File: src/logic/lsu_pkg.sv
/*
  lsu_pkg
  Shared sizes and types for the RISC-V data-memory slave. The access size
  codes follow the RISC-V funct3 encoding of the load and store opcodes.
*/
package lsu_pkg;

  // byte address of 14 bits gives 16 KiB of data memory.
  localparam int ADDR_W     = 14;
  localparam int DATA_W     = 32;
  localparam int WORD_IDX_W = 12;              // ADDR_W minus the two byte offset bits.
  localparam int MEM_WORDS  = 4096;

  // funct3 codes carried on the Wishbone address tag.
  // 011, 110 and 111 are reserved and answered with an error.
  typedef enum logic [2:0] {
    SZ_B  = 3'b000,                            // signed byte.
    SZ_H  = 3'b001,                            // signed halfword.
    SZ_W  = 3'b010,
    SZ_BU = 3'b100,                            // unsigned byte, loads only.
    SZ_HU = 3'b101                             // unsigned halfword, loads only.
  } access_size_e;

  // request sequencing in the controller.
  typedef enum logic [1:0] {
    ST_IDLE   = 2'b00,
    ST_ACCESS = 2'b01,
    ST_ACK    = 2'b10
  } lsu_state_e;

endpackage

File: src/logic/store_align.sv
/*
  store_align
  Places store data on the byte lanes of two adjacent memory words. The
  low word is the addressed one, the high word takes whatever spills over
  past its last byte.
*/
`timescale 1ns/10ps

module store_align
  import lsu_pkg::*;
(
  input  logic [1:0]        i_offset,
  input  access_size_e      i_size,
  input  logic [DATA_W-1:0] i_wdata,
  output logic [3:0]        o_lo_be,
  output logic [3:0]        o_hi_be,
  output logic [DATA_W-1:0] o_lo_data,
  output logic [DATA_W-1:0] o_hi_data
);

  logic [3:0]          mask;
  logic [7:0]          be_wide;
  logic [2*DATA_W-1:0] data_wide;
  logic [5:0]          bit_shift;

  // byte mask before shifting, one bit per stored byte.
  always_comb begin
    case (i_size)
      SZ_B, SZ_BU: mask = 4'b0001;
      SZ_H, SZ_HU: mask = 4'b0011;
      SZ_W:        mask = 4'b1111;
      default:     mask = 4'b0000;
    endcase
  end

  assign bit_shift = {1'b0, i_offset, 3'b000};  // offset in bytes, times eight.

  assign be_wide   = {4'b0000, mask} << i_offset;
  assign data_wide = {{DATA_W{1'b0}}, i_wdata} << bit_shift;

  // Lanes outside the mask carry shifted garbage; the enables keep them out.
  assign o_lo_be   = be_wide[3:0];
  assign o_hi_be   = be_wide[7:4];
  assign o_lo_data = data_wide[DATA_W-1:0];
  assign o_hi_data = data_wide[2*DATA_W-1:DATA_W];

endmodule

File: config.mk
export PLATFORM = sky130hd
export DESIGN_NAME = store_align
export DESIGN_NICKNAME = d
export VERILOG_FILES = /design/src/logic/lsu_pkg.sv /design/src/logic/store_align.sv
export SDC_FILE = /design/constraint.sdc
export NUM_CORES = 1
export LEC_CHECK = 0
export BUFFER_PORTS_ARGS = -buffer_cell sky130_fd_sc_hd__buf_2
export CORE_UTILIZATION = 40
export DETAILED_ROUTE_END_ITERATION = 10
export GPL_TIMING_DRIVEN = 1
export PLACE_DENSITY = 0.95
export SYNTH_ARGS = -nofsm -noshare
export SYNTH_HDL_FRONTEND = slang
export SYNTH_SLANG_ARGS = --single-unit
File: constraint.sdc
create_clock -name vclk -period 1.4
set_input_delay 0 -clock vclk [all_inputs]
set_output_delay 0 -clock vclk [all_outputs]
set_load 0.02 [all_outputs]
==> summary.json <==
{
  "multi_input_logic_area": {"value": 865.8, "unit": "um2"},
  "routabilityCongestion": {"value": 0.7278},
  "finalCriticalPeriod": {"value": 1.055, "unit": "ns"},
  "internal-power": {"value": 0.2371, "unit": "mW"},
  "hold_path.class": {"value": "primary input to primary output"},
  "post_route_cells_drive_above_1_share": {"value": 0.5000},
  "detail_route.iter0.violations": {"value": 13},
  "critical_path_peak_fanout": {"value": 19},
  "worst_ep_required": {"value": 1.40, "unit": "ns"},
  "netSwitchingFraction": {"value": 0.6254},
  "power_density": {"value": 428.6, "unit": "mW/mm2"},
  "ys.warnings.count": {"value": 0},
  "drc": {"value": 0},
  "critPathMaxStageDelay": {"value": 0.30, "unit": "ns"},
  "port_buffers": {"value": 100},
  "post-cts-setup-buffer-count": {"value": 0},
  "num-fill-cells": {"value": 219},
  "detailed_place_hpwl": {"value": 2690, "unit": "um"},
  "hold_path.startpoint": {"value": "i_wdata[2]"},
  "detail_route.wl_per_cell": {"value": 13.15, "unit": "um"},
  "post_synthesis_to_final_layout_area_growth": {"value": 44.61, "unit": "%"},
  "holdPathEnd": {"value": "o_lo_data[2]"},
  "cap_violations": {"value": 0},
  "worst_ir_drop_vdd": {"value": 0.0002378, "unit": "V"},
  "number_of_antenna_violations_at_the_first_check_in_global_routing": {"value": 0},
  "ioPinCount": {"value": 109},
  "capturing_element_type_of_the_critical_path": {"value": "primary output"},
  "global_route.overflow_total": {"value": 0},
  "seq_area_frac_synth": {"value": 0},
  "grt_pass1_wl": {"value": 4885, "unit": "um"},
  "clkbuf_count": {"value": 0},
  "total_switching_power": {"value": 0.3957, "unit": "mW"},
  "floorplan.initialDensity": {"value": 0.4404},
  "synthesis.instances": {"value": 130},
  "postSynthAreaPerCell": {"value": 7.854, "unit": "um2"},
  "drt_pre_antenna_iters": {"value": 4},
  "timing.critical_path.from_type": {"value": "primary input"},
  "num_vias": {"value": 1334},
  "power_frac_clock": {"value": 0},
  "run_status": {"value": "finished clean"},
  "numSequentialCells": {"value": 0},
  "timing.fmax": {"value": 948.0, "unit": "MHz"},
  "area.sequential": {"value": 0, "unit": "um2"},
  "final_max_slew_viol_count": {"value": 0},
  "fp-row-count": {"value": 17},
  "number_of_diodes": {"value": 0},
  "setup_viol_count_final": {"value": 0},
  "cp_cell_sequence": {"value": "buf_2 -> buf_4 -> mux2i_1 -> mux2i_1 -> buf_2"},
  "yosysUniqueCellTypes": {"value": 26},
  "power_frac_seq": {"value": 0},
  "rsz0062_at_grt": {"value": "false"},
  "dpl-instance-area": {"value": 0.001476, "unit": "mm2"},
  "ctsResizeCount": {"value": 0},
  "arrival_time_of_the_worst_setup_path": {"value": 1.05, "unit": "ns"},
  "critical_path.slowest_cell": {"value": "buf_4"},
  "globalRouteTotalUtil": {"value": 0.2236},
  "overall_die_area": {"value": 0.002758, "unit": "mm2"},
  "hold_viol_final": {"value": 0},
  "criticalPathCategory": {"value": "primary input to primary output"},
  "pin_count_of_the_biggest_net_entering_global_routing": {"value": 20},
  "cp.buffers_inverters": {"value": 3},
  "die-height": {"value": 52.52, "unit": "um"},
  "post_layout_nonfiller_instances": {"value": 254},
  "drt_total_wl": {"value": 3339, "unit": "um"},
  "p_comb_frac": {"value": 1.000},
  "first_global_vias": {"value": 1150},
  "detail-route-antenna-nets": {"value": 0},
  "critPathTopFamily": {"value": "buffers and inverters"},
  "final.period_utilization": {"value": 0.7534},
  "static-leakage-power": {"value": 0.9327, "unit": "nW"},
  "min_path_cells": {"value": 3},
  "post_dr_vias_cell": {"value": 5.252},
  "core": {"value": 0.002318, "unit": "mm2"},
  "final_area": {"value": 0.001476, "unit": "mm2"},
  "place_inst": {"value": 254},
  "fin_nets": {"value": 265},
  "holdBufCountCts": {"value": 0},
  "post_syn_area": {"value": 0.001021, "unit": "mm2"},
  "timing.setup.tns": {"value": 0, "unit": "ns"},
  "die_width": {"value": 52.52, "unit": "um"}
}
==> routing by layer <==
metal,up-vias,global-route usage,wire length (um)
li1,662,-,-
met1,604,0.2551,1346
met2,66,0.4557,1736
met3,2,0.008696,238
met4,0,0.02632,17
met5,-,0,0
==> power groups by stage <==
stage          Sequential, mW  Clock (mW)  Combinational [mW]
4_1_cts                     0           0               0.633
2_1_floorplan               0           0               0.437
3_5_place_dp                0           0               0.631
5_1_grt                     0           0               0.682
6_report                    0           0               0.633
3_3_place_gp                0           0               0.621
==> stage by stage <==
| stage | util | hold WS (ns) | worst slack, ns | power, mW |
|---|---|---|---|---|
| floorplan | - | 0.1827 | 0.4778 | 0.4371 |
| detailed placement | 0.6368 | 0.3501 | 0.3528 | 0.6308 |
| global route | 0.6368 | 0.3686 | 0.2696 | 0.6819 |
| global placement | 0.6368 | 0.3500 | 0.4127 | 0.6210 |
| CTS | 0.6368 | 0.3514 | 0.3500 | 0.6329 |
| finish | 0.6368 | 0.3505 | 0.3452 | 0.6328 |
==> final cells by class <==
| cell class | instances | share of cell area |
|---|---|---|
| Timing Repair Buffer | 109 | 0.3847 |
| Multi-Input combinational cell | 115 | 0.5864 |
| Inverter | 2 | 0.005085 |
| Tap cell | 28 | 0.02373 |
==> cells in the mapped netlist, drive strengths merged <==
cell type  number  area [um2]
a211o           1       8.760
a21oi           1       5.000
and2           10       65.06
and3            8       50.05
and4b           1       10.01
and4bb          1       12.51
buf            20       173.9
clkbuf          1       3.750
clkinv          1       3.750
conb            1       3.750
inv             1       3.750
mux2i          40       400.4
nor2           17       63.81
nor2b           2       12.51
nor3            3       15.01
nor3b           1       7.510
nor4            1       12.51
o21a            1       7.510
o21ai           1       5.000
o21bai          1       7.510
o2bb2ai        16       140.1
or3b            1       8.760
==> cells by family after synthesis <==
kind of cell | share of synthesized area
and+or+nand+nor | 0.2524
buffers and inverters | 0.1814
other | 0.003673
muxes | 0.3922
AOI/OAI and AO/OA | 0.1703
==> layout by cell type, fill, tap and decap left out, drive strengths merged <==
cell     instances
nor4             1
and4bb           1
o2bb2ai         16
o21ai            1
nor3             3
clkinv           1
nor3b            1
mux2i           40
nor2            17
nor2b            2
conb             9
inv              1
and2            10
or3b             1
and3             8
o21bai           1
a211o            1
and4b            1
buf            109
o21a             1
a21oi            1
==> worst max-delay path by stage <==
stage	from	to	slack (ns)	depth (start not counted)
after floorplan	i_offset[1]	o_lo_be[3]	0.48	4
after global placement	i_offset[0]	o_lo_be[2]	0.41	5
after detailed placement	i_offset[1]	o_lo_data[30]	0.35	5
after CTS	i_offset[1]	o_lo_data[30]	0.35	5
after global routing	i_offset[1]	o_lo_data[30]	0.27	5
final	i_offset[1]	o_lo_data[30]	0.35	5
No activity file was read; power rests on OpenSTA's default activity.
