<file path="src/logic/lsu_pkg.sv">
/*
  lsu_pkg
  Shared sizes and types for the RISC-V data-memory slave. The access size
  codes follow the RISC-V funct3 encoding of the load and store opcodes.
*/
package lsu_pkg;

  // byte address of 14 bits gives 16 KiB of data memory.
  localparam int ADDR_W     = 14;
  localparam int DATA_W     = 32;
  localparam int WORD_IDX_W = 12;              // ADDR_W minus the two byte offset bits.
  localparam int MEM_WORDS  = 4096;

  // funct3 codes carried on the Wishbone address tag.
  // 011, 110 and 111 are reserved and answered with an error.
  typedef enum logic [2:0] {
    SZ_B  = 3'b000,                            // signed byte.
    SZ_H  = 3'b001,                            // signed halfword.
    SZ_W  = 3'b010,
    SZ_BU = 3'b100,                            // unsigned byte, loads only.
    SZ_HU = 3'b101                             // unsigned halfword, loads only.
  } access_size_e;

  // request sequencing in the controller.
  typedef enum logic [1:0] {
    ST_IDLE   = 2'b00,
    ST_ACCESS = 2'b01,
    ST_ACK    = 2'b10
  } lsu_state_e;

endpackage

</file>
<file path="src/logic/load_extract.sv">
/*
  load_extract
  Picks the loaded bytes out of two adjacent memory words and extends
  them to 32 bits, with sign or zero fill depending on the funct3 code.
*/
`timescale 1ns/10ps

module load_extract
  import lsu_pkg::*;
(
  input  logic [DATA_W-1:0] i_lo_word,
  input  logic [DATA_W-1:0] i_hi_word,
  input  logic [1:0]        i_offset,
  input  access_size_e      i_size,
  output logic [DATA_W-1:0] o_rdata
);

  logic [5:0]        bit_shift;
  logic [DATA_W-1:0] window;

  assign bit_shift = {1'b0, i_offset, 3'b000};

  // after the shift the first addressed byte sits in bits 7:0.
  assign window = DATA_W'({i_hi_word, i_lo_word} >> bit_shift);

  always_comb begin
    case (i_size)
      SZ_B:    o_rdata = {{24{window[7]}}, window[7:0]};
      SZ_H:    o_rdata = {{16{window[15]}}, window[15:0]};
      SZ_W:    o_rdata = window;
      SZ_BU:   o_rdata = {24'b0, window[7:0]};
      SZ_HU:   o_rdata = {16'b0, window[15:0]};
      default: o_rdata = '0;                    // reserved codes never read memory.
    endcase
  end

endmodule

</file>
<file path="config.mk">
export PLATFORM = sky130hd
export DESIGN_NAME = load_extract
export DESIGN_NICKNAME = d
export VERILOG_FILES = /design/src/logic/lsu_pkg.sv /design/src/logic/load_extract.sv
export SDC_FILE = /design/constraint.sdc
export NUM_CORES = 1
export LEC_CHECK = 0
export BUFFER_PORTS_ARGS = -buffer_cell sky130_fd_sc_hd__buf_2
export CELL_PAD_IN_SITES_DETAIL_PLACEMENT = 1
export CELL_PAD_IN_SITES_GLOBAL_PLACEMENT = 1
export CORE_ASPECT_RATIO = 0.75
export CORE_MARGIN = 2
export CORE_UTILIZATION = 28
export DETAILED_ROUTE_END_ITERATION = 10
export GPL_ROUTABILITY_DRIVEN = 0
export PLACE_DENSITY_LB_ADDON = 0.1
export SLEW_MARGIN = 10
export SYNTH_ARGS = -nofsm -noshare
export SYNTH_HDL_FRONTEND = slang
export SYNTH_SLANG_ARGS = --single-unit
export TNS_END_PERCENT = 10
</file>
<file path="constraint.sdc">
create_clock -name vclk -period 1.2
set_input_delay 0.06 -clock vclk [all_inputs]
set_output_delay 0.06 -clock vclk [all_outputs]
set_load 0.05 [all_outputs]
</file>
==> reports/results.txt, run 1 <==
The run finished, with violations left. The checks that failed: negative setup slack. sky130_fd_sc_hd__mux4_2 takes more of the synthesized area than any other cell. Counting every net in the synthesized netlist gives 184. In this run the count of I/O pins placed on the die edge is 101. The analysis attributes to cell leakage a power of 1.118 nW. For this run the aggregate overflow at the end of global routing stands at 0. The cell type of the slowest stage on the worst timing path was sky130_fd_sc_hd__mux2_4. Width of the die: 80.22 um. The net count of the finished layout is 296, and the number of remaining DRC errors is 0. Setup violations remaining at the end of the flow were counted as 29. For the count of hold-fix buffers inserted at cts, the log shows 0. After synthesis, the mean cell area works out to 10.61 um2. Row count: 20.

Walking the worst path, the cells encountered are buf_12 -> mux2_4 -> a32oi_4 -> clkbuf_16 -> a31oi_4 -> buf_6. The starting density of the core is 29.55%. The routed wire length on met3 was 341 um. The required time of the critical path was 1140 ps; the worst path setup slack after routing was -131.9 ps. The transition time of the tightest slew-check pin was 292.0 ps. Sorting the synthesized cells by how often they occur yields sky130_fd_sc_hd__mux4_2 (28), sky130_fd_sc_hd__a31oi_1 (16), sky130_fd_sc_hd__nand2_1 (16). The unique cell type count in the Yosys netlist was 20.

The run gives 4 as the number of search-and-repair iterations in the first detailed-routing pass. Dividing the detail-routed wire length by the instance count gives 19.99 um. The worst slack after detailed placement is -320.9 ps, and the largest incremental delay on the critical path is 320 ps. The power density over the cells was 579.0 mW/mm2; the chip height was 61.17 um.

Based on the critical path, the design can be clocked at up to 750.8 MHz. The total number of sequential cells was 0. The worst setup path is launched from an input pin.

The layout has 0 clock buffers. Measured against its own limit, the worst slew margin works out to 80.53%. The tools report the number of global-route vias before repair as 1658. The summed area of non-filler cells in the final layout was 0.002653 mm2; the max-cap check violation count was 0.

Wire segments on met2 add up to 3.007 mm in the final route. The tools report the die footprint as 0.004906 mm2. Most repeated cell in the gate-level netlist after synthesis: sky130_fd_sc_hd__mux4_2.

The tools report the initial antenna violation count as 0. Hold is met by 699.4 ps. The final layout contains routed wiring with a total length of 5.596 mm. Routed signal wires occupy layers up through met4. For the final hold violation count, the log shows 0. The final-report max-slew violation count is 0.

The area growth from synthesis to layout is 117.4%. The arrival time reported for the critical path endpoint was 1270 ps. The fraction of final layout cells sized beyond drive strength 1 was 89.33%. The repair_antennas step left the layout with diodes totalling 0. The routed design could run at a clock period as short as 1332 ps.

Entering global routing, the biggest net connects 19 pins. The first global-routing pass estimated 8.562 mm of wire. Once layout is complete, the utilization of the core stands at 64.24%. The detailed placement HPWL was 4.223 mm; the maximum fanout along the worst path was 8.

Of the synthesized area, sequential elements account for 0%. For this run, the total global-route usage over all layers was measured as 22.34%. Classification of the worst setup path: input pin to primary output.

The sequential cells in the finished layout cover a total of 0 um2. Class of the worst hold path: input pin to primary output. The post-synthesis instance area is 0.001220 mm2.

Setup repair after global routing could not meet its margin everywhere. After technology mapping, the gate count stands at 115. Using the TritonRoute via totals, the vias-per-cell ratio works out to 5.604. The core region is 0.004129 mm2. For the final antenna-violating net count, the log shows 0. Counting the fill cells in the layout gives 438. The tools report the kind of end point of the critical path as a primary output.

Summed over its instances, the top area cell type makes up 51.69% of the synthesized netlist area. The detailed router put a total of 2.231 mm of wire on met1. For the post-place instance area, the log shows 0.002196 mm2.

Yosys printed 0 warnings. The routed layout has 1569 vias. Sorting the synthesized cells by area gives the leading types as sky130_fd_sc_hd__mux4_2 (52%), sky130_fd_sc_hd__a31oi_1 (8.2%), sky130_fd_sc_hd__mux4_1 (6.5%).

For this block, the initial DRC count from the detailed router was 39. Across the VDD grid, the largest voltage drop is 0.2804 mV. The quantity of I/O buffers inserted on ports is 93. After layout, the design draws a total of 0.001536 W. After layout, the worst path uses 111.0% of the clock period.
[what timing repair did]
action | in CTS | in global routing
cloned | 2 | 1
gates resized for setup | 81 | 22
setup buffers | 2 | 3
setup endpoints to repair | 32 | 32
pin swaps | 4 | 9
[final timing paths]
kind	to	slack (ps)	depth (start not counted)	startpoint
worst max-delay path	o_rdata[19]	-130	6	i_offset[1]
worst min-delay path	o_rdata[0]	700	4	i_lo_word[0]
[layout by cell type (no fill, tap or decap), types with 2 or more instances in the layout]
| cell type | Yosys | final |
|---|---|---|
| sky130_fd_sc_hd__nand2_2 | 0 | 7 |
| sky130_fd_sc_hd__nor2_1 | 2 | 2 |
| sky130_fd_sc_hd__buf_4 | 4 | 17 |
| sky130_fd_sc_hd__mux4_2 | 28 | 30 |
| sky130_fd_sc_hd__buf_6 | 4 | 36 |
| sky130_fd_sc_hd__nor2b_4 | 0 | 6 |
| sky130_fd_sc_hd__nor2b_2 | 0 | 3 |
| sky130_fd_sc_hd__nand2_1 | 16 | 9 |
| sky130_fd_sc_hd__clkbuf_16 | 0 | 2 |
| sky130_fd_sc_hd__mux2_4 | 1 | 3 |
| sky130_fd_sc_hd__inv_1 | 7 | 7 |
| sky130_fd_sc_hd__o21ai_4 | 0 | 2 |
| sky130_fd_sc_hd__buf_12 | 0 | 8 |
| sky130_fd_sc_hd__a31oi_4 | 0 | 16 |
| sky130_fd_sc_hd__buf_2 | 3 | 60 |
| sky130_fd_sc_hd__o21ai_2 | 0 | 6 |
| sky130_fd_sc_hd__nor2b_1 | 11 | 2 |
[where the power goes]
part	switching (W)	leakage (nW)	internal, W	total (W)
Clock	0	0	0	0
Combinational	0.000829	1.12	0.000707	0.00154
Sequential	0	0	0	0
[metal layers]
layer,up-vias,global-route usage [%]
met1,799,28.83
met4,0,0
li1,697,-
met2,71,44.40
met3,2,1.613
met5,-,0
[area by class of cell]
type | count | area [um2] | share of cell area (%)
inverters | 7 | 26.28 | 0.9906
repair buffers | 124 | 1071 | 40.38
well taps | 55 | 68.82 | 2.594
multi-input cells | 94 | 1486 | 56.04
[worst max-delay path: cells and delay by family]
| family | cells | cell delay [ps] |
|---|---|---|
| mux | 1 | 320 |
| compound gates | 2 | 360 |
| buf+inv | 3 | 520 |
[cell families after synthesis]
logic type / Yosys count / share of synthesized area (%)
AO/OA/AOI/OAI: 26 / 13.85
buffers and inverters: 21 / 10.46
multiplexers: 36 / 62.87
AND/OR/NAND/NOR: 32 / 12.82
[stage by stage]
stage,std cells,TNS [ps]
after floorplan,115,-5179
after global placement,273,-7811
after detailed placement,273,-8548
after CTS,277,-3895
after global routing,280,-3785
final,280,-2939
No activity file was read; power rests on OpenSTA's default activity.
==> inputs of run 2 (changes only) <==
CAP_MARGIN = 15   (was not set)
clock period = 1.3 ns   (was 1.2 ns; I/O delays follow)
==> reports/results.txt, run 2 (same netlist as run 1, synthesis figures left out) <==
The run finished, with violations left. The final reports fail on negative setup slack. Setup repair after global routing could not meet its margin everywhere. The max-slew headroom at the worst pin was 80.81% (+0.28 points); the chip height was 61.17 um (unchanged). The startpoint type of the worst setup path was an input pin.

The per-cell routed wire length is 18.91 um (-5.4%). The transition time of the tightest slew-check pin was 286.8 ps (-5.262 ps); the width of the die was 80.22 um (unchanged). The maximum ir drop on the vdd rail was 0.2208 mV (-21%). The critical path is of the input pin to primary output type. The antenna diode count was 0 (unchanged). The total track usage is 21.17% (-1.2 points), and the initial antenna violation count is 0 (unchanged). The number of search-and-repair iterations in the first detailed-routing pass is 4 (unchanged), and the ratio of final minimum period to clock period is 104.8%. The tools report the core footprint as 0.004129 mm2 (unchanged).

The tools report the row count as 20 (unchanged). The most common library cell in the layout ignoring fill and taps is sky130_fd_sc_hd__buf_2. The number of vias per cell after detailed routing is 5.563 (-0.73%).

The aggregate routed wire length was 5.144 mm (-8.1%); the power density over the cells was 540.1 mW/mm2 (-6.7%). The count of hold-fix buffers inserted at cts was 0 (unchanged). The tools report the net count of the finished layout as 288 (-2.7%).

The run gives 0 (unchanged) as the clock buffer count in the final layout. The number of buffers and inverters on the critical path was 3 (unchanged); the number of post-CTS setup repair buffers was 0 (-2). Kind of end point of the critical path: a primary output. The max-cap check violation count was 0 (unchanged).

The run gives 0 (unchanged) as the final antenna-violating net count. The cell type with the highest occurrence count on the critical path was sky130_fd_sc_hd__buf_6. The initial DRC count came out at 88 (+130%).

The post-place instance area came out at 0.002012 mm2 (-8.4%). The maximum fanout along the worst path works out to 5 (-3). The I/O pin count was 101 (unchanged); the quantity of I/O buffers inserted on ports was 93 (unchanged).

The summed negative setup slack over all endpoints was -447.2 ps (+2492 ps); the number of global-route vias before repair was 1645 (-0.78%). The largest incremental delay on the critical path is 530 ps (+210 ps). The tools report the total number of sequential cells as 0 (unchanged). Traced cell by cell, the critical path runs through buf_16 -> mux4_2 -> nand3b_1 -> buf_6 -> o21ai_2 -> buf_6.

The die footprint was 0.004906 mm2 (unchanged). In the layout the commonest cells are sky130_fd_sc_hd__buf_2 (62), sky130_fd_sc_hd__buf_6 (32), sky130_fd_sc_hd__mux4_2 (29), sky130_fd_sc_hd__nand2_1 (15), sky130_fd_sc_hd__a31oi_2 (15). The combined area of the multi-input logic cells was 0.001276 mm2 (-14%). For the wire length of the first global-routing pass, the log shows 8.107 mm (-5.3%). The cell type of the slowest stage on the worst timing path was sky130_fd_sc_hd__mux4_2.

The final-report max-slew violation count is 0 (unchanged), and the required time of the critical path is 1240 ps (+100 ps). The number of remaining DRC errors was 0 (unchanged); the total number of vias was 1513 (-3.6%). The maximum number of pins on one net before global-route repair is 17 (-2), and the starting density of the core is 29.55% (unchanged). The arrival time reported for the critical path endpoint was 1300 ps (+30 ps); the leakage power total was 1.031 nW (-7.7%).

The minimum clock period is 1362 ps. Relative to the synthesized area, the layout overhead comes to 96.10%. The run gives 0 um2 (unchanged) as the register cell area after layout. The fraction of final layout cells sized beyond drive strength 1 is 82.03% (-7.3 points), and the worst path setup slack after routing is -62.00 ps (+69.93 ps). For the final global-route overflow total, the log shows 0 (unchanged). The min-delay analysis places its worst path in the category input pin to primary output.

For the detailed placement HPWL, the log shows 3.776 mm (-11%). The largest delay contributor family on the critical path is multiplexers. The tools report the start point of the worst hold path as i_offset[0]. The total of endpoints with negative setup slack in the final report came out at 14 (-52%). The logs give 0 (unchanged) for the final hold violation count and 0.002392 mm2 (-9.8%) for the summed area of non-filler cells in the final layout. The count of fill cells added during filler insertion was 459 (+4.8%). The critical path startpoint is i_offset[0]. The fmax is 734.2 MHz.
run 2: cell count changes in the layout (fill, tap and decap cells not counted), moves of 4 or more:
cell / delta
sky130_fd_sc_hd__a31oi_4: -15
sky130_fd_sc_hd__a31oi_2: +15
sky130_fd_sc_hd__buf_6: -4
sky130_fd_sc_hd__buf_4: -8
sky130_fd_sc_hd__nor2b_4: -6
sky130_fd_sc_hd__nand2_1: +6
sky130_fd_sc_hd__nand2_2: -6
sky130_fd_sc_hd__nor2b_1: +8
run 2: worst paths after layout:
kind              cells past startpoint  slack (ps)     endpoint
hold / removal                        4         730  o_rdata[15]
setup / recovery                      6         -60  o_rdata[11]
run 2: stage by stage:
step	hold WS [ps]	total power [W]	util, %	setup slack, ps	instances
floorplan	597.9	0.0007573	-	-221.7	115
global placement	770.3	0.001062	48.73	-173.3	269
detailed placement	768.8	0.001081	48.73	-210.9	269
CTS	733.3	0.001260	56.79	-21.41	272
global route	745.2	0.001355	57.94	-96.44	272
finish	730.2	0.001292	57.94	-62.00	272
run 2: routing by layer:
metal / share of wire (%) / vias to the layer above / track usage (%)
met5: 0 / - / 0
met3: 7.3 / 4 / 2.199
met2: 53 / 70 / 42.26
met4: 1.0 / 0 / 2.179
met1: 38 / 758 / 25.95
li1: - / 681 / -
run 2: final cells by class:
cell class | count | area share, %
Inverter | 7 | 1.098
Multi-Input combinational cell | 94 | 53.35
Tap cell | 55 | 2.877
Timing Repair Buffer | 116 | 42.68
run 2: where the power goes:
part	internal, W	switching (W)	total (W)
sequential	0	0	0
combinational	0.000588	0.000704	0.00129
clock	0	0	0
run 2: repair_timing:
item,in CTS,in global routing
gates cloned,3,0
gates resized for setup,71,14
pin swaps,2,1
setup endpoints to repair,31,29
