$ cat config.mk
export PLATFORM = sky130hd
export DESIGN_NAME = lsu_ctrl
export DESIGN_NICKNAME = d
export VERILOG_FILES = /design/src/logic/lsu_pkg.sv /design/src/logic/lsu_ctrl.sv
export SDC_FILE = /design/constraint.sdc
export NUM_CORES = 1
export LEC_CHECK = 0
export ABC_CLOCK_PERIOD_IN_PS = 1700
export BUFFER_PORTS_ARGS = -buffer_cell sky130_fd_sc_hd__buf_2
export CAP_MARGIN = 20
export CORE_ASPECT_RATIO = 1.25
export CORE_MARGIN = 3
export CORE_UTILIZATION = 38
export CTS_CLUSTER_SIZE = 30
export DETAILED_ROUTE_END_ITERATION = 8
export GPL_TIMING_DRIVEN = 0
export PLACE_DENSITY_LB_ADDON = 0.1
export SYNTH_ARGS = -nofsm -noshare
export SYNTH_HDL_FRONTEND = slang
export SYNTH_SLANG_ARGS = --single-unit
$ cat constraint.sdc
create_clock -name i_clk -period 1.7 [get_ports i_clk]
set_input_delay 0.255 -clock i_clk [delete_from_list [all_inputs] [get_ports i_clk]]
set_output_delay 0.255 -clock i_clk [all_outputs]
set_load 0.05 [all_outputs]
$ cat src/logic/lsu_pkg.sv
/*
  lsu_pkg
  Shared sizes and types for the RISC-V data-memory slave. The access size
  codes follow the RISC-V funct3 encoding of the load and store opcodes.
*/
package lsu_pkg;

  // byte address of 14 bits gives 16 KiB of data memory.
  localparam int ADDR_W     = 14;
  localparam int DATA_W     = 32;
  localparam int WORD_IDX_W = 12;              // ADDR_W minus the two byte offset bits.
  localparam int MEM_WORDS  = 4096;

  // funct3 codes carried on the Wishbone address tag.
  // 011, 110 and 111 are reserved and answered with an error.
  typedef enum logic [2:0] {
    SZ_B  = 3'b000,                            // signed byte.
    SZ_H  = 3'b001,                            // signed halfword.
    SZ_W  = 3'b010,
    SZ_BU = 3'b100,                            // unsigned byte, loads only.
    SZ_HU = 3'b101                             // unsigned halfword, loads only.
  } access_size_e;

  // request sequencing in the controller.
  typedef enum logic [1:0] {
    ST_IDLE   = 2'b00,
    ST_ACCESS = 2'b01,
    ST_ACK    = 2'b10
  } lsu_state_e;

endpackage

$ cat src/logic/lsu_ctrl.sv
/*
  lsu_ctrl
  Wishbone classic slave controller. Latches one request, checks that the
  size tag is legal for the direction, pulses the memory strobe and answers
  with ack, or with err straight from idle for an illegal request.
*/
`timescale 1ns/10ps

module lsu_ctrl
  import lsu_pkg::*;
(
  input  logic                  i_clk,
  input  logic                  i_reset,
  input  logic                  i_wb_cyc,
  input  logic                  i_wb_stb,
  input  logic                  i_wb_we,
  input  logic [ADDR_W-1:0]     i_wb_adr,
  input  logic [DATA_W-1:0]     i_wb_dat,
  input  logic [2:0]            i_wb_tga,
  output logic                  o_wb_ack,
  output logic                  o_wb_err,
  output logic [WORD_IDX_W-1:0] o_word_idx,
  output logic [1:0]            o_offset,
  output access_size_e          o_size,
  output logic [DATA_W-1:0]     o_wdata,
  output logic                  o_mem_we,
  output logic                  o_mem_re
);

  lsu_state_e        state;
  logic [ADDR_W-1:0] adr_q;
  logic [DATA_W-1:0] dat_q;
  access_size_e      size_q;
  logic              we_q;
  logic              req;
  logic              legal;

  assign req = i_wb_cyc && i_wb_stb;

  // unsigned sizes make no sense on a store.
  always_comb begin
    case (access_size_e'(i_wb_tga))
      SZ_B, SZ_H, SZ_W: legal = 1'b1;
      SZ_BU, SZ_HU:     legal = ~i_wb_we;
      default:          legal = 1'b0;
    endcase
  end

  // the request is held here until the next one, so load extraction still
  // sees the right offset and size during the ack cycle.
  always_ff @(posedge i_clk) begin
    if ((state == ST_IDLE) && req) begin
      adr_q  <= i_wb_adr;
      dat_q  <= i_wb_dat;
      size_q <= access_size_e'(i_wb_tga);
      we_q   <= i_wb_we;
    end
  end

  always_ff @(posedge i_clk) begin
    if (!i_reset) begin
      state    <= ST_IDLE;
      o_wb_ack <= 1'b0;
      o_wb_err <= 1'b0;
    end else begin
      case (state)
        ST_IDLE: begin
          if (req) begin
            if (legal) begin
              state <= ST_ACCESS;
            end else begin
              state    <= ST_ACK;                // memory is left alone.
              o_wb_err <= 1'b1;
            end
          end
        end
        ST_ACCESS: begin
          state    <= ST_ACK;
          o_wb_ack <= 1'b1;                      // memory acts on this same edge.
        end
        ST_ACK: begin
          state    <= ST_IDLE;
          o_wb_ack <= 1'b0;
          o_wb_err <= 1'b0;
        end
        default: state <= ST_IDLE;
      endcase
    end
  end

  assign o_mem_we = (state == ST_ACCESS) && we_q;
  assign o_mem_re = (state == ST_ACCESS) && !we_q;

  assign o_word_idx = adr_q[ADDR_W-1:2];
  assign o_offset   = adr_q[1:0];
  assign o_size     = size_q;
  assign o_wdata    = dat_q;

endmodule

==> results of run 1 <==
stage by stage:
step	hold slack, ns	instances
final	0.127	251
after global routing	0.102	251
after CTS	0.116	251
after detailed placement	0.433	242
after global placement	0.431	242
after floorplan	0.354	78
worst max-delay path by stage:
stage	endpoint	from	slack (ns)
floorplan	o_wb_err	state[0]	0.10
global placement	o_wb_err	state[0]	-0.10
detailed placement	o_wb_err	state[0]	-0.19
CTS	o_wb_err	state[0]	0.05
global route	o_wb_err	state[0]	-0.02
finish	o_wb_err	state[1]	0.09
flip-flops by register name (all words and copies together), names as in the netlist:
name / count
o_wb_err: 1
o_size: 3
o_wb_ack: 1
adr_q: 14
we_q: 1
state: 2
o_wdata: 32
routing by layer:
metal | GRT usage [%] | vias to the layer above | share of wire (%)
met5 | 0 | - | 0
li1 | - | 533 | -
met4 | 6.30 | 0 | 1.3
met3 | 3.69 | 4 | 8.5
met2 | 19.1 | 51 | 52
met1 | 14.6 | 513 | 38
cell usage in the layout, fill, tap and decap left out:
| master | Yosys | final |
|---|---|---|
| dfxtp_1 | 4 | 4 |
| and2_1 | 1 | 1 |
| clkbuf_8 | 0 | 5 |
| inv_1 | 2 | 2 |
| edfxtp_1 | 50 | 50 |
| a31oi_1 | 1 | 1 |
| bufinv_16 | 0 | 2 |
| o31a_1 | 1 | 1 |
| and3_4 | 0 | 2 |
| a211oi_1 | 1 | 1 |
| buf_2 | 0 | 106 |
| nor4b_2 | 0 | 1 |
| clkinv_1 | 0 | 1 |
| ha_2 | 0 | 1 |
| o211a_1 | 1 | 1 |
| o311a_1 | 1 | 1 |
| a21oi_1 | 1 | 1 |
| nor2b_1 | 2 | 2 |
| o31a_2 | 1 | 1 |
| nor3_1 | 1 | 1 |
| nand2_2 | 1 | 1 |
| nor2_1 | 2 | 2 |
| ha_1 | 3 | 2 |
| o21ai_0 | 1 | 1 |
| nand2_1 | 2 | 2 |
worst register-to-register path, stage by stage (launching register included):
cell and delay, ns:
dfxtp_1 0.33, inv_1 0.10, ha_2 0.26, and3_4 0.44, nor4b_2 0.27, o31a_1 0.17
area by class of cell:
cell class | instances | area, um2 | share of cell area [%]
repair buffers | 106 | 531 | 21.1
flip-flops and latches | 54 | 1580 | 63.0
multi-input cells | 23 | 185 | 7.38
well taps | 58 | 72.6 | 2.89
clock inverters | 3 | 63.8 | 2.54
clock buffers | 5 | 68.8 | 2.74
inverters | 2 | 7.51 | 0.299
cells by family after synthesis:
logic type      after synthesis
flops                        54
buf+inv                       2
fa+ha+maj                     3
simple gates                 11
compound gates                8
timing repair:
item | 4_1_cts | 5_1_grt
setup endpoints to repair | 51 | 26
buffers inserted | 0 | 0
pin swaps | 1 | 1
gates resized for setup | 1 | 2
cloned | 1 | 0
power by group through the flow:
stage | sequential [mW] | combinational [mW] | clock, mW
floorplan | 1.88 | 0.0943 | 0
global placement | 1.61 | 0.510 | 0
detailed placement | 1.61 | 0.519 | 0
CTS | 1.58 | 0.528 | 0.993
global route | 1.59 | 0.553 | 1.05
finish | 1.58 | 0.526 | 0.966
==> metrics, run 1 <==
status=finished clean; mux share of post-synthesis cell area=0%; Die ar.=5460 um2; Crit path depth=5; cell taking the most area after synthesis=edfxtp_1; Syn. warnings=0; FFs w/ async S/R, synth=0%; MaxCap Viol Count=0; grt ovf=0; Power Density=1220 nW/um2; Via density=4.39; Seq/Total Area, Yosys=approximately nine tenths; R2R Setup Slk=0.09 ns; IO Port Bufs=between 100 and 150; Final Cell Area=2510 um2; Worst Path Buf+Inv=1; clk root buf=clkbuf_8; Unique masters post-synth=20; DP Worst Slack=-0.189 ns; Post-Route WL=3540 um; Die W=66.7 um; initial antenna violation count=0; EDFF count, synth=50; Fin Setup TNS=0 ns; Max Clk Rate=roughly 620 MHz; GPL Wtd Cong=0.683; power consumption=3.07 mW; top cell family by delay on the critical path=simple AND/OR/NAND/NOR gates; measured slew at the worst slew-check pin=0.355 ns; Critical Path End Type=register; hold_sp=i_wb_adr[7]; clock tree from TritonCTS=built; number of max-slew violations in the final report=0; Synth Cell Area=1750 um2; fin crit period=1.61 ns; post-synthesis xor/xnor area fraction=0%; H-tree depth=2; count leader, synth=edfxtp_1; Ant. Diodes=0; Final setup violation count=0; DRT Pass-1 Iters=4; clock group share of total power=between 30% and 40%; VDD IR max=490 uV; Max clock buf depth=2; IO Pins=107; #FFs+latches synth=54; Die Span Y=81.9 um; Initial Util=39.6%; # DRC=0; CTS buffer count=5; Post-Place Cell Area=2360 um2; Comb pwr share=17.1%; Flop pwr share=51.4%; internal power=2.27 mW; clock slew at reported path FFs=0.09 ns; Reg-to-Reg Start=state[1]; Compound-Gate Fraction of Synth Area=3.57%; Final Cycle Share=94.7%; simple-gate share of the synthesized area=3.50%; Core Util, Final=56.7%; vias in the first global route=972; Fin Clk Skew=around 0.0031 ns; Top FF cell, synth=edfxtp_1; WL/cell=14.1 um; post-detailed-route count of antenna-violating nets=0; largest net degree at the start of global routing=27; Nets=249; NetSw=between 800 and 900 uW; Sink Count=54; CORE AREA=4430 um2; hpwl dp=~2600 um; global-route wire length before repair=4660 um; Worst Reg2Reg Path Length in Cells=5; Worst setup SP type=register; fillers=386; Synth area leaders=edfxtp_1, dfxtp_1, ha_1; WHS Endpoint=adr_q[7]; Tot GR Track Use=12.0%; top cell type's share of synthesized area=85.8%; share of cells above drive strength 1=61.7%; CP Max Fanout=26; Post-synth top cells=edfxtp_1, dfxtp_1, ha_1; crit path cell chain=inv_1 -> ha_2 -> and3_4 -> nor4b_2 -> o31a_1; post-synthesis net count=135; Avg Synthesized Cell Area=22.4 um2; synthesized netlist cell count=78; worst-skew pair later-pin latency=0.30 ns; RSZ-0062 raised after global routing=true; slew margin rel.=76.3%; via count=about 1100; Hold-fix buffers, CTS=0; Hold Path Class=primary input to register; area grow syn2layout=43.4%; WHS Path Cells=1; CP peak stage delay=0.44 ns; WS Path Type=register to register; starting DRC count in detailed routing=53; Hold Vio Cnt, Final=0; Crit Reg-Reg Endpoint=o_wb_err; CP max stage cell=and3_4; final setup margin=0.0896 ns; Switching Share=26.1%; largest family of logic cells by synthesized area=compound AO/OA/AOI/OAI gates; CP arrival=1.86 ns; Post-Synth Adder-Cell Area=under 10%; LEAKAGE=1.06 nW; row cnt=27; Req. time, crit path=1.95 ns
Power figures use the tool's default switching activity.
==> inputs of run 2 (changes only) <==
--- a/config.mk
+++ b/config.mk
@@ -5,14 +5,14 @@
 export SDC_FILE = /design/constraint.sdc
 export NUM_CORES = 1
 export LEC_CHECK = 0
-export ABC_CLOCK_PERIOD_IN_PS = 1700
-export BUFFER_PORTS_ARGS = -buffer_cell sky130_fd_sc_hd__buf_2
+export ABC_AREA = 1
 export CAP_MARGIN = 20
 export CORE_ASPECT_RATIO = 1.25
 export CORE_MARGIN = 3
-export CORE_UTILIZATION = 38
+export CORE_UTILIZATION = 45
 export CTS_CLUSTER_SIZE = 30
 export DETAILED_ROUTE_END_ITERATION = 8
+export DONT_BUFFER_PORTS = 1
 export GPL_TIMING_DRIVEN = 0
 export PLACE_DENSITY_LB_ADDON = 0.1
 export SYNTH_ARGS = -nofsm -noshare
==> metrics, run 2 <==
count leader, synth=edfxtp_1; fillers=287 (-26%); Compound-Gate Fraction of Synth Area=1.56% (-2.0 points); Avg Synthesized Cell Area=19.2 um2 (-15%); Final Cycle Share=90.2% (-4.6 points); Top FF cell, synth=edfxtp_1; Fin Clk Skew=0.00286 ns (-0.000237 ns); CORE AREA=3630 um2 (-18%); DP Cell Count=145 (-40%); Post-Synth Adder-Cell Area=2.13% (-0.017 points); initial antenna violation count=0 (unchanged); leading cell type in the layout, fill and taps excluded=edfxtp_1; GPL Wtd Cong=0.796 (+17%); cell taking the most area after synthesis=edfxtp_1; Critical Path End=o_mem_we; Die ar.=4710 um2 (-14%); Worst Reg2Reg Path Length in Cells=5 (unchanged); synthesized netlist cell count=92 (+18%); CP Max Fanout=3 (-88%); WL/cell=17.6 um (+25%); Req. time, crit path=1.44 ns (-0.51 ns); status=finished clean; worst-skew pair later-pin latency=0.29 ns (about the same); H-tree depth=2 (unchanged); Synth area leaders=edfxtp_1, dfxtp_1, ha_1; Power Density=1440 nW/um2 (+18%); Unique masters post-synth=12 (-40%); most frequent cells in the layout=edfxtp_1, nand2_1, inv_1, nor2_1, clkbuf_8; CP arrival=1.28 ns (-0.58 ns); Initial Util=48.6% (+9.0 points); share of cells above drive strength 1=21.0% (-41 points); EDFF count, synth=50 (unchanged); Sink Count=54 (unchanged); post-synthesis xor/xnor area fraction=0% (unchanged); Final Cell Area=2000 um2 (-20%); IO Pins=107 (unchanged); Nets=161 (-35%); CTS buffer count=5 (unchanged); max reg flops=32 (unchanged); Reg-to-Reg Start=state[0]; Post-Route WL=2770 um (-22%); measured slew at the worst slew-check pin=0.522 ns (+0.167 ns); IO Port Bufs=0 (-100%); Post-synth top cells=edfxtp_1, nand2_1, inv_1, nor2_1, dfxtp_1; Final setup violation count=0 (unchanged); Via density=4.76 (+8.6%); Synth Cell Area=1760 um2 (+0.79%); top cell type's share of synthesized area=85.1% (-0.67 points); vias in the first global route=728 (-25%); DRT Pass-1 Iters=4 (unchanged); Critical Path End Type=primary output; Tot GR Track Use=11.7% (-0.29 points); MaxCap Viol Count=0 (unchanged); power consumption=2.88 mW (-6.4%); #FFs+latches synth=54 (unchanged); simple-gate share of the synthesized area=4.54% (+1.0 points); Die Span Y=76.0 um (-7.2%); Hold Vio Cnt, Final=0 (unchanged); # DRC=0 (unchanged); global-route wire length before repair=3750 um (-20%); row cnt=24 (-11%); number of max-slew violations in the final report=0 (unchanged); area grow syn2layout=13.3%; via count=748 (-32%); non-filler cells, final=157 (-37%); largest net degree at the start of global routing=33 (+22%); VDD IR max=662 uV (+35%); Max Clk Rate=652 MHz (+5.1%); FFs w/ async S/R, synth=0% (unchanged); Crit Reg-Reg Endpoint=o_wdata[19]; Die W=62.0 um (-7.0%); hpwl dp=2150 um (-16%); Worst setup SP type=register; post-detailed-route count of antenna-violating nets=0 (unchanged); Ant. Diodes=0 (unchanged); final hold slack=0.0535 ns (-0.0737 ns); Hold Path Class=primary input to register; clock slew at reported path FFs=0.09 ns (about the same); Max clock buf depth=2 (unchanged); post-synthesis net count=149 (+10%); CP Launch Point=state[1]; grt ovf=0 (unchanged); mux share of post-synthesis cell area=0% (unchanged); RSZ-0062 raised after global routing=false; Post-Place Cell Area=1870 um2 (-21%); clock tree from TritonCTS=built; LEAKAGE=0.688 nW (-35%); Syn. warnings=0 (unchanged); clk root buf=clkbuf_8; R2R Setup Slk=0.37 ns (+0.28 ns); starting DRC count in detailed routing=12 (-77%); largest family of logic cells by synthesized area=simple AND/OR/NAND/NOR gates; WS Path Type=register to primary output; Seq/Total Area, Yosys=89.6% (-0.70 points); slew margin rel.=65.1% (-11 points); fin crit period=1.53 ns (-0.0774 ns)
run 2: worst max-delay path: stages, from the launching register on:
cell and delay (ns):
dfxtp_2 0.34, inv_2 0.08, ha_1 0.19, nand2_1 0.06, inv_1 0.32
run 2: final cells by class:
type | instances | area (um2) | area share (%)
Timing Repair Buffer | 5 | 50.0 | 2.50
Tap cell | 52 | 65.1 | 3.26
Sequential cell | 54 | 1580 | 79.2
Inverter | 10 | 37.5 | 1.88
Clock buffer | 5 | 68.8 | 3.44
Clock inverter | 3 | 21.3 | 1.06
Multi-Input combinational cell | 28 | 173 | 8.64
run 2: cell families after synthesis:
kind of cell / Yosys count
flops: 54
simple gates: 20
buf+inv: 10
compound gates: 5
fa+ha+maj: 3
run 2: per-stage QoR:
stage	util, %	setup WS [ns]	setup TNS, ns
4_1_cts	54.0	0.0226	0
2_1_floorplan	-	-0.0169	-0.846
5_1_grt	55.0	0.0673	0
3_3_place_gp	50.9	-0.248	-12.32
3_5_place_dp	51.5	0.0668	0
6_report	55.0	0.167	0
run 2: worst min path at each step:
stage                 from    endpoint  slack [ns]  cells past startpoint
2_1_floorplan  i_wb_adr[0]    adr_q[0]        0.35                      0
3_3_place_gp   i_wb_dat[7]  o_wdata[7]        0.35                      0
3_5_place_dp   i_wb_adr[8]    adr_q[8]        0.35                      0
4_1_cts        i_wb_dat[5]  o_wdata[5]        0.04                      0
5_1_grt        i_wb_dat[5]  o_wdata[5]        0.02                      0
6_report       i_wb_dat[5]  o_wdata[5]        0.05                      0
run 2: what timing repair did:
| action | in CTS | in global routing |
|---|---|---|
| setup endpoints to repair | 1 | 33 |
| hold buffers | 0 | 0 |
| resized for setup | 1 | 1 |
| pin swaps | 0 | 1 |
| buffers inserted | 0 | 4 |
run 2: per-layer routing:
metal  share of wire [%]  vias to the layer above  GRT usage (%)
met3                  11                        6           8.31
met1                  34                      329           10.4
met4                 1.8                        0           5.94
li1                    -                      349              -
met5                   0                        -              0
met2                  53                       64           18.8
run 2: power breakdown:
| part | switching [mW] | internal, mW |
|---|---|---|
| combinational | 0.149 | 0.0862 |
| sequential | 0.381 | 1.60 |
| clock | 0.370 | 0.289 |
| total | 0.900 | 1.98 |
